==> src/source/tinyrv_pkg.sv <==
// Shared definitions for the RV32I subset core back end.
// Data widths, micro-op encoding, instruction field codes and the
// packet structs passed between fetch, decode-issue and the ALU.

package tinyrv_pkg;

  // --------------------------------------------------------------------------
  // Widths with a meaning
  // --------------------------------------------------------------------------

  typedef logic [31:0] word_t;
  typedef logic [4:0]  reg_addr_t;
  typedef logic [7:0]  seq_t;

  // Micro-ops understood by the ALU pipeline
  typedef enum logic [2:0] {
    UOP_ADD,
    UOP_SUB,
    UOP_AND,
    UOP_OR,
    UOP_XOR,
    UOP_PASS_OP2,  // LUI
    UOP_ADD_PC,    // AUIPC
    UOP_NOP
  } uop_e;

  // --------------------------------------------------------------------------
  // Opcode and funct codes
  // --------------------------------------------------------------------------

  localparam logic [6:0] OP_REG   = 7'b0110011;
  localparam logic [6:0] OP_IMM   = 7'b0010011;
  localparam logic [6:0] OP_LUI   = 7'b0110111;
  localparam logic [6:0] OP_AUIPC = 7'b0010111;

  localparam logic [2:0] F3_ADD_SUB = 3'b000;
  localparam logic [2:0] F3_XOR     = 3'b100;
  localparam logic [2:0] F3_OR      = 3'b110;
  localparam logic [2:0] F3_AND     = 3'b111;

  localparam logic [6:0] F7_BASE = 7'b0000000;
  localparam logic [6:0] F7_SUB  = 7'b0100000;

  // --------------------------------------------------------------------------
  // Packets
  // --------------------------------------------------------------------------

  // Fetch side, also the queue payload
  typedef struct packed {
    word_t inst;
    word_t pc;
    seq_t  seq;
  } fetch_pkt_t;

  // Decode-issue to ALU
  typedef struct packed {
    uop_e      uop;
    word_t     op1;
    word_t     op2;
    word_t     pc;
    reg_addr_t waddr;
    logic      wen;
    seq_t      seq;
  } issue_pkt_t;

  // ALU completion, to regfile and top-level port
  typedef struct packed {
    reg_addr_t waddr;
    logic      wen;
    word_t     wdata;
    seq_t      seq;
  } commit_pkt_t;

endpackage
==> src/source/core_top.sv <==
// Core back end top level
// Fetch queue feeding decode-issue, which feeds the two-stage ALU.
// Commits go back to the register file and out of the core.

`timescale 1ns/1ps

module core_top
  import tinyrv_pkg::*;
#(
  parameter int FQ_DEPTH = 4
) (
  input  logic        clk,
  input  logic        rst,
  input  logic        in_val,
  output logic        in_rdy,
  input  fetch_pkt_t  in_pkt,
  output logic        commit_val,
  output commit_pkt_t commit_pkt
);

  // Queue to decode
  logic       q_val;
  logic       q_rdy;
  fetch_pkt_t q_pkt;

  // Decode to ALU
  logic       issue_val;
  issue_pkt_t issue_pkt;

  fetch_queue #(
    .FQ_DEPTH (FQ_DEPTH)
  ) i_fetch_queue (
    .clk     (clk),
    .rst     (rst),
    .in_val  (in_val),
    .in_rdy  (in_rdy),
    .in_pkt  (in_pkt),
    .out_val (q_val),
    .out_rdy (q_rdy),
    .out_pkt (q_pkt)
  );

  decode_issue i_decode_issue (
    .clk        (clk),
    .rst        (rst),
    .q_val      (q_val),
    .q_rdy      (q_rdy),
    .q_pkt      (q_pkt),
    .issue_val  (issue_val),
    .issue_pkt  (issue_pkt),
    .commit_val (commit_val),
    .commit_pkt (commit_pkt)
  );

  alu_exec i_alu_exec (
    .clk        (clk),
    .rst        (rst),
    .issue_val  (issue_val),
    .issue_pkt  (issue_pkt),
    .commit_val (commit_val),
    .commit_pkt (commit_pkt)
  );

endmodule

==> src/source/alu_exec.sv <==
// ALU execute pipeline
// Two stages: stage 1 holds the issued micro-op and computes,
// stage 2 registers the result as a commit packet.

`timescale 1ns/1ps

module alu_exec
  import tinyrv_pkg::*;
(
  input  logic        clk,
  input  logic        rst,
  input  logic        issue_val,
  input  issue_pkt_t  issue_pkt,
  output logic        commit_val,
  output commit_pkt_t commit_pkt
);

  logic       s1_val;
  issue_pkt_t s1_pkt;
  word_t      s1_result;

  // --------------------------------------------------------------------------
  // Stage 1
  // --------------------------------------------------------------------------

  always_ff @(posedge clk) begin
    if (rst)
      s1_val <= 1'b0;
    else
      s1_val <= issue_val;
  end

  always_ff @(posedge clk) begin
    if (issue_val)
      s1_pkt <= issue_pkt;
  end

  always_comb begin
    case (s1_pkt.uop)
      UOP_ADD:      s1_result = s1_pkt.op1 + s1_pkt.op2;
      UOP_SUB:      s1_result = s1_pkt.op1 - s1_pkt.op2;
      UOP_AND:      s1_result = s1_pkt.op1 & s1_pkt.op2;
      UOP_OR:       s1_result = s1_pkt.op1 | s1_pkt.op2;
      UOP_XOR:      s1_result = s1_pkt.op1 ^ s1_pkt.op2;
      UOP_PASS_OP2: s1_result = s1_pkt.op2;
      UOP_ADD_PC:   s1_result = s1_pkt.pc + s1_pkt.op2;
      // NOP commits with wen low, data is don't-care
      default:      s1_result = '0;
    endcase
  end

  // --------------------------------------------------------------------------
  // Stage 2, commit
  // --------------------------------------------------------------------------

  always_ff @(posedge clk) begin
    if (rst)
      commit_val <= 1'b0;
    else
      commit_val <= s1_val;
  end

  always_ff @(posedge clk) begin
    if (s1_val) begin
      commit_pkt.waddr <= s1_pkt.waddr;
      commit_pkt.wen   <= s1_pkt.wen;
      commit_pkt.wdata <= s1_result;
      commit_pkt.seq   <= s1_pkt.seq;
    end
  end

endmodule

==> src/source/decode_issue.sv <==
// Decode and issue stage
// Holds one instruction, decodes it, reads the pending-bit register
// file and issues to the ALU once no RAW or WAW hazard remains.

`timescale 1ns/1ps

module decode_issue
  import tinyrv_pkg::*;
(
  input  logic        clk,
  input  logic        rst,
  input  logic        q_val,
  output logic        q_rdy,
  input  fetch_pkt_t  q_pkt,
  output logic        issue_val,
  output issue_pkt_t  issue_pkt,
  input  logic        commit_val,
  input  commit_pkt_t commit_pkt
);

  // --------------------------------------------------------------------------
  // Decode register
  // --------------------------------------------------------------------------

  logic       dec_val;
  fetch_pkt_t dec_pkt;
  logic       q_xfer;

  assign q_xfer = q_val && q_rdy;
  // Free when empty or when the held instruction leaves now
  assign q_rdy  = !dec_val || issue_val;

  always_ff @(posedge clk) begin
    if (rst)
      dec_val <= 1'b0;
    else if (q_xfer)
      dec_val <= 1'b1;
    else if (issue_val)
      dec_val <= 1'b0;
  end

  always_ff @(posedge clk) begin
    if (q_xfer)
      dec_pkt <= q_pkt;
  end

  // --------------------------------------------------------------------------
  // Decoder and immediate generator
  // --------------------------------------------------------------------------

  logic [6:0] opcode;
  logic [2:0] funct3;
  logic [6:0] funct7;
  reg_addr_t  rs1;
  reg_addr_t  rs2;
  reg_addr_t  rd;
  uop_e       uop;
  logic       legal;
  logic       use_rs1;
  logic       use_rs2;
  logic       op2_imm;
  logic       imm_u;
  logic       dec_wen;
  word_t      imm;

  assign opcode = dec_pkt.inst[6:0];
  assign rd     = dec_pkt.inst[11:7];
  assign funct3 = dec_pkt.inst[14:12];
  assign rs1    = dec_pkt.inst[19:15];
  assign rs2    = dec_pkt.inst[24:20];
  assign funct7 = dec_pkt.inst[31:25];

  always_comb begin
    uop     = UOP_NOP;
    legal   = 1'b0;
    use_rs1 = 1'b0;
    use_rs2 = 1'b0;
    op2_imm = 1'b0;
    imm_u   = 1'b0;
    case (opcode)
      OP_REG: begin
        if (funct7 == F7_BASE) begin
          legal = 1'b1;
          case (funct3)
            F3_ADD_SUB: uop = UOP_ADD;
            F3_XOR:     uop = UOP_XOR;
            F3_OR:      uop = UOP_OR;
            F3_AND:     uop = UOP_AND;
            default:    legal = 1'b0;
          endcase
        end else if (funct7 == F7_SUB && funct3 == F3_ADD_SUB) begin
          legal = 1'b1;
          uop   = UOP_SUB;
        end
        use_rs1 = legal;
        use_rs2 = legal;
      end
      // ADDI only, other I-type ALU ops fall to NOP
      OP_IMM: begin
        if (funct3 == F3_ADD_SUB) begin
          legal   = 1'b1;
          uop     = UOP_ADD;
          use_rs1 = 1'b1;
          op2_imm = 1'b1;
        end
      end
      OP_LUI: begin
        legal   = 1'b1;
        uop     = UOP_PASS_OP2;
        op2_imm = 1'b1;
        imm_u   = 1'b1;
      end
      OP_AUIPC: begin
        legal   = 1'b1;
        uop     = UOP_ADD_PC;
        op2_imm = 1'b1;
        imm_u   = 1'b1;
      end
      default: ;
    endcase
  end

  // x0 writes dropped here
  assign dec_wen = legal && (rd != '0);

  // U-type or sign-extended I-type
  assign imm = imm_u ? {dec_pkt.inst[31:12], 12'b0}
                     : {{20{dec_pkt.inst[31]}}, dec_pkt.inst[31:20]};

  // --------------------------------------------------------------------------
  // Register file with pending bits
  // --------------------------------------------------------------------------

  word_t       regs [32];
  logic [31:0] pend;
  logic [31:0] pend_next;
  logic        rs1_busy;
  logic        rs2_busy;
  logic        rd_busy;

  always_comb begin
    pend_next = pend;
    if (commit_val && commit_pkt.wen)
      pend_next[commit_pkt.waddr] = 1'b0;
    // Set after clear so a same-cycle set wins
    if (issue_val && dec_wen)
      pend_next[rd] = 1'b1;
  end

  always_ff @(posedge clk) begin
    if (rst) begin
      regs <= '{default: '0};
      pend <= '0;
    end else begin
      if (commit_val && commit_pkt.wen)
        regs[commit_pkt.waddr] <= commit_pkt.wdata;
      pend <= pend_next;
    end
  end

  // Hazards, WAW only matters when this one writes
  assign rs1_busy = use_rs1 && pend[rs1];
  assign rs2_busy = use_rs2 && pend[rs2];
  assign rd_busy  = dec_wen && pend[rd];

  // --------------------------------------------------------------------------
  // Issue
  // --------------------------------------------------------------------------

  assign issue_val = dec_val && !(rs1_busy || rs2_busy || rd_busy);

  always_comb begin
    issue_pkt.uop   = uop;
    issue_pkt.op1   = use_rs1 ? regs[rs1] : '0;
    issue_pkt.op2   = op2_imm ? imm : regs[rs2];
    issue_pkt.pc    = dec_pkt.pc;
    issue_pkt.waddr = rd;
    issue_pkt.wen   = dec_wen;
    issue_pkt.seq   = dec_pkt.seq;
  end

endmodule

==> src/source/fetch_queue.sv <==
// Fetch queue
// Circular FIFO of fetch packets with valid/ready on both sides.
// Push and pop may happen in the same cycle, also when full.

`timescale 1ns/1ps

module fetch_queue
  import tinyrv_pkg::*;
#(
  parameter int FQ_DEPTH = 4
) (
  input  logic       clk,
  input  logic       rst,
  input  logic       in_val,
  output logic       in_rdy,
  input  fetch_pkt_t in_pkt,
  output logic       out_val,
  input  logic       out_rdy,
  output fetch_pkt_t out_pkt
);

  localparam int AW = $clog2(FQ_DEPTH);

  fetch_pkt_t     mem [FQ_DEPTH];
  logic [AW-1:0]  wr_ptr;
  logic [AW-1:0]  rd_ptr;
  logic [AW:0]    count;
  logic           push;
  logic           pop;

  // Full queue still accepts when the head leaves this cycle
  assign in_rdy  = (count != (AW+1)'(FQ_DEPTH)) || out_rdy;
  assign out_val = (count != '0);
  assign out_pkt = mem[rd_ptr];

  assign push = in_val && in_rdy;
  assign pop  = out_val && out_rdy;

  // Pointers and occupancy
  // Pointers wrap on their own, depth is a power of two
  always_ff @(posedge clk) begin
    if (rst) begin
      wr_ptr <= '0;
      rd_ptr <= '0;
      count  <= '0;
    end else begin
      if (push)
        wr_ptr <= wr_ptr + 1'b1;
      if (pop)
        rd_ptr <= rd_ptr + 1'b1;
      if (push && !pop)
        count <= count + 1'b1;
      else if (pop && !push)
        count <= count - 1'b1;
    end
  end

  // Storage
  always_ff @(posedge clk) begin
    if (push)
      mem[wr_ptr] <= in_pkt;
  end

endmodule

==> config.mk <==
export PLATFORM = sky130hd
export DESIGN_NAME = core_top
export DESIGN_NICKNAME = d
export VERILOG_FILES = /design/src/source/tinyrv_pkg.sv /design/src/source/core_top.sv /design/src/source/alu_exec.sv /design/src/source/decode_issue.sv /design/src/source/fetch_queue.sv
export SDC_FILE = /design/constraint.sdc
export NUM_CORES = 2
export LEC_CHECK = 0
export BUFFER_PORTS_ARGS = -buffer_cell sky130_fd_sc_hd__buf_2
export CAP_MARGIN = 20
export CORE_MARGIN = 2
export CORE_UTILIZATION = 57
export CTS_CLUSTER_SIZE = 14
export DETAILED_ROUTE_END_ITERATION = 8
export PLACE_DENSITY = 0.78
export SKIP_CTS_REPAIR_TIMING = 1
export SYNTH_ARGS = -nofsm -noshare
export SYNTH_HDL_FRONTEND = slang
export SYNTH_SLANG_ARGS = --single-unit
==> constraint.sdc <==
create_clock -name clk -period 7 [get_ports clk]
set_input_delay 0.7 -clock clk [delete_from_list [all_inputs] [get_ports clk]]
set_output_delay 0.7 -clock clk [all_outputs]
set_load 0.05 [all_outputs]
==> flow_metrics.env <==
export IMPL_synth_edf_count=519
export IMPL_grt_pass1_wl_um=389000
export IMPL_cts_tree="yes"
export IMPL_relSlewSlack_pct=4.05
export IMPL_yosys_warnings=0
export IMPL_drive_above_1_share_pct=19.5
export IMPL_ant_nets=0
export IMPL_initialDrtViolationCount=12300
export IMPL_required_ns=7.50
export IMPL_fp_dieArea_um2=138000
export IMPL_synth_flop_cell="dfxtp_1"
export IMPL_io_buffers=122
export IMPL_place_gp_congestion=0.907
export IMPL_antenna_found_initial=18
export IMPL_drv_slew=0
export IMPL_core_area_um2=134000
export IMPL_synth_adder_area_share_pct=2.21
export IMPL_vias=62400
export IMPL_grt_setup_unrepaired="false"
export IMPL_cp_start_kind="flip-flop"
export IMPL_pwr_share_comb_pct=27.7
export IMPL_fin_crit_ns=5.33
export IMPL_period_share_pct=76.1
export IMPL_synth_compound_area_share_pct=9.88
export IMPL_fin_area_um2=84600
export IMPL_clock_latency_ns=0.82
export IMPL_p_per_area_nw_per_um2=324
export IMPL_num_rows=134
export IMPL_track_usage_pct=38.7
export IMPL_p_sw_share_pct=33.3
export IMPL_setup_worst_path_start="i_alu_exec.s1_pkt[110]$_SDFFCE_PN1P_"
export IMPL_dr_pass1_iters=9
export IMPL_synth_top_family_by_area="multiplexers"
export IMPL_ir_worst_vdd_mv=0.499
export IMPL_finalPower_w=0.0274
export IMPL_cts_max_level=4
export IMPL_gr_total_overflow=0
export IMPL_area_delta_synth_final_pct=9.97
export IMPL_p_int_w=0.0183
export IMPL_synth_cell_area_um2=76900
export IMPL_hold_start="in_pkt[53]"
export IMPL_post_synth_num_cell_types=67
export IMPL_fmax_ghz=0.188
export IMPL_grt_max_degree=224
export IMPL_p_leak_nw=27.8
export IMPL_cts_buffer_depth=3
export IMPL_violations="DRC"
export IMPL_totalWireLength_um=268000
export IMPL_dp_hpwl_um=149000
export IMPL_tightest_slew_ns=1.40
export IMPL_crit_arrival_ns=5.83
export IMPL_synthCells=7235
export IMPL_ys_ff_latch=1585
export IMPL_grt_pass1_vias=60900
export IMPL_cts_root_buf="clkbuf_16"
export IMPL_drc=18
export IMPL_cp_end_kind="flip-flop"
export IMPL_yosys_area_share_simple_pct=12.6
export IMPL_most_common_layout_cells="nand2_1, a21oi_1, dfxtp_1"
export IMPL_boundaryPins=123
export IMPL_status="finished with violations"
export IMPL_final_common_cell="nand2_1"
export IMPL_syn_mean_instance_area_um2=10.6
export IMPL_seqPwrFrac_pct=39.8
export IMPL_cts_buffers=162
export IMPL_synthesis_nets=7444
export IMPL_nNetsFinal=7251
export IMPL_fin_worst_skew_ns=0.0475
export IMPL_die_h_um=371
export IMPL_worstHoldPathType="in -> reg"
export IMPL_crit_type="reg -> reg"
export IMPL_cap_violations=0
export IMPL_final_setup_tns_ns=0
export IMPL_synthArstFlopShare_pct=0
export IMPL_worst_path_max_fanout=34
export IMPL_synthXorXnorAreaFrac_pct=0.615
export IMPL_cts_num_sinks=1585
export IMPL_avgViaCountPerCell=6.97
export IMPL_fin_ws_ns=1.67
export IMPL_dp_slack_ns=1.89
export IMPL_pwr_share_clk_pct=32.5
export IMPL_start_util_pct=57.5
export IMPL_setup_viol=0
export IMPL_final_hold_viol_count=0
export IMPL_wl_per_cell_um=30.0
export IMPL_switchingPower_w=0.00912
export IMPL_placed_area_um2=79000
export IMPL_synth_mux_area_share_pct=23.0
export IMPL_clkTransAtPathRegs_ns=0.06
export IMPL_chipWidth_um=371
export IMPL_r2r_start="i_alu_exec.s1_pkt[110]$_SDFFCE_PN1P_"
export IMPL_ys_seq_area_share_pct=48.0
## cell type report
| class | count | area [um^2] |
|---|---|---|
| diodes | 4 | 10.0 |
| clock buffers | 227 | 4740 |
| clock inverters | 68 | 713 |
| fillers | 9768 | 49100 |
| inverters | 100 | 375 |
| multi-input cells | 4910 | 37600 |
| flip-flops and latches | 1585 | 36900 |
| well taps | 1768 | 2210 |
| repair buffers | 283 | 2030 |
## layer usage
layer / wire [um] / vias to the layer above / GRT usage (%) / share of wire [%]
met3: 45100 / 1513 / 15.0 / 17
met2: 112000 / 5361 / 54.9 / 42
met4: 23700 / 30 / 27.5 / 8.9
li1: - / 25600 / - / -
met5: 274 / - / 0.769 / 0.10
met1: 86900 / 29900 / 48.4 / 32
## path summary, 6_finish.rpt
| kind | cells past startpoint | slack [ns] | end |
|---|---|---|---|
| worst max-delay path | 16 | 1.67 | i_alu_exec.commit_pkt[36]$_SDFFCE_PN0P_ |
| worst min-delay path | 1 | 0.11 | i_fetch_queue.mem[0][53]$_DFFE_PP_ |
| worst max register to register | 16 | 1.67 | i_alu_exec.commit_pkt[36]$_SDFFCE_PN0P_ |
| worst min register to register | 0 | 0.41 | i_alu_exec.s1_pkt[14]$_DFFE_PP_ |
## registers in the layout, indices dropped and copies added, names as in the netlist
name / cells
i_fetch_queue.wr_ptr: 2
i_decode_issue.dec_pkt: 27
i_decode_issue.issue_pkt: 45
i_alu_exec.commit_val: 1
i_alu_exec.s1_val: 1
i_decode_issue.regs: 1024
i_fetch_queue.count: 3
i_fetch_queue.mem: 288
i_fetch_queue.rd_ptr: 2
i_decode_issue.pend: 32
i_alu_exec.commit_pkt: 46
i_alu_exec.s1_pkt: 113
i_decode_issue.dec_val: 1
## synthesized netlist by cell type (8+ instances only)
library cell	n	area (um^2)
a211oi_1	12	90.1
a21o_1	24	180
a21oi_1	1114	5580
a221o_1	8	80.1
a221oi_1	19	166
a22oi_1	34	255
a31oi_1	8	50.1
and2_1	9	56.3
and3_1	9	56.3
buf_1	70	263
buf_2	8	40.0
clkbuf_1	559	2100
dfxtp_1	1066	21300
edfxtp_1	519	15600
ha_1	131	1640
inv_1	100	375
mux2_2	35	394
mux2i_1	83	831
mux4_2	732	16500
nand2_1	2150	8070
nand2b_1	12	75.1
nand3_1	8	40.0
nand3b_1	22	165
nand4_1	11	68.8
nor2_1	168	631
nor2b_1	15	93.8
nor3_1	18	90.1
o211ai_1	10	75.1
o21ai_0	92	460
o21bai_1	15	113
o221ai_1	12	105
o31ai_1	18	135
or3_1	8	50.1
xnor2_1	31	272
xor2_1	23	201
## stage by stage
| step | util, % | hold slack [ns] | std cells |
|---|---|---|---|
| floorplan | - | 0.400 | 7235 |
| global placement | 59.1 | 0.403 | 8639 |
| detailed placement | 59.1 | 0.405 | 8640 |
| CTS | 63.2 | 0.0847 | 8935 |
| global route | 63.3 | 0.0981 | 8942 |
| finish | 63.3 | 0.115 | 8945 |
## worst max-delay path: stages, from the launching register on
cell and delay [ns]:
edfxtp_1 0.33, buf_4 0.38, nor2b_1 0.14, nand2_1 0.64, mux2_2 0.41, ha_1 0.22
fa_1 0.47, a211oi_1 0.37, nor2_1 0.11, a21o_1 0.21, o221ai_1 0.26, a21oi_1 0.23
o31ai_1 0.68, o31ai_1 0.14, o21ai_0 0.13, xor2_1 0.17, o221ai_1 0.12
## cells by family after synthesis
group,Yosys count
XOR/XNOR,54
AO/OA/AOI/OAI,1404
flip-flops,1585
adder cells (fa/ha/maj),134
AND/OR/NAND/NOR,2468
buffers and inverters,740
multiplexers,850
## power by group through the flow
stage | clock network (W) | registers (W) | logic (W)
after floorplan | 0 | 0.0109 | 0.00547
after global placement | 0 | 0.0111 | 0.00728
after detailed placement | 0 | 0.0111 | 0.00736
after CTS | 0.00889 | 0.0109 | 0.00738
after global routing | 0.00927 | 0.0110 | 0.00786
final | 0.00891 | 0.0109 | 0.00758
Power figures use the tool's default switching activity.
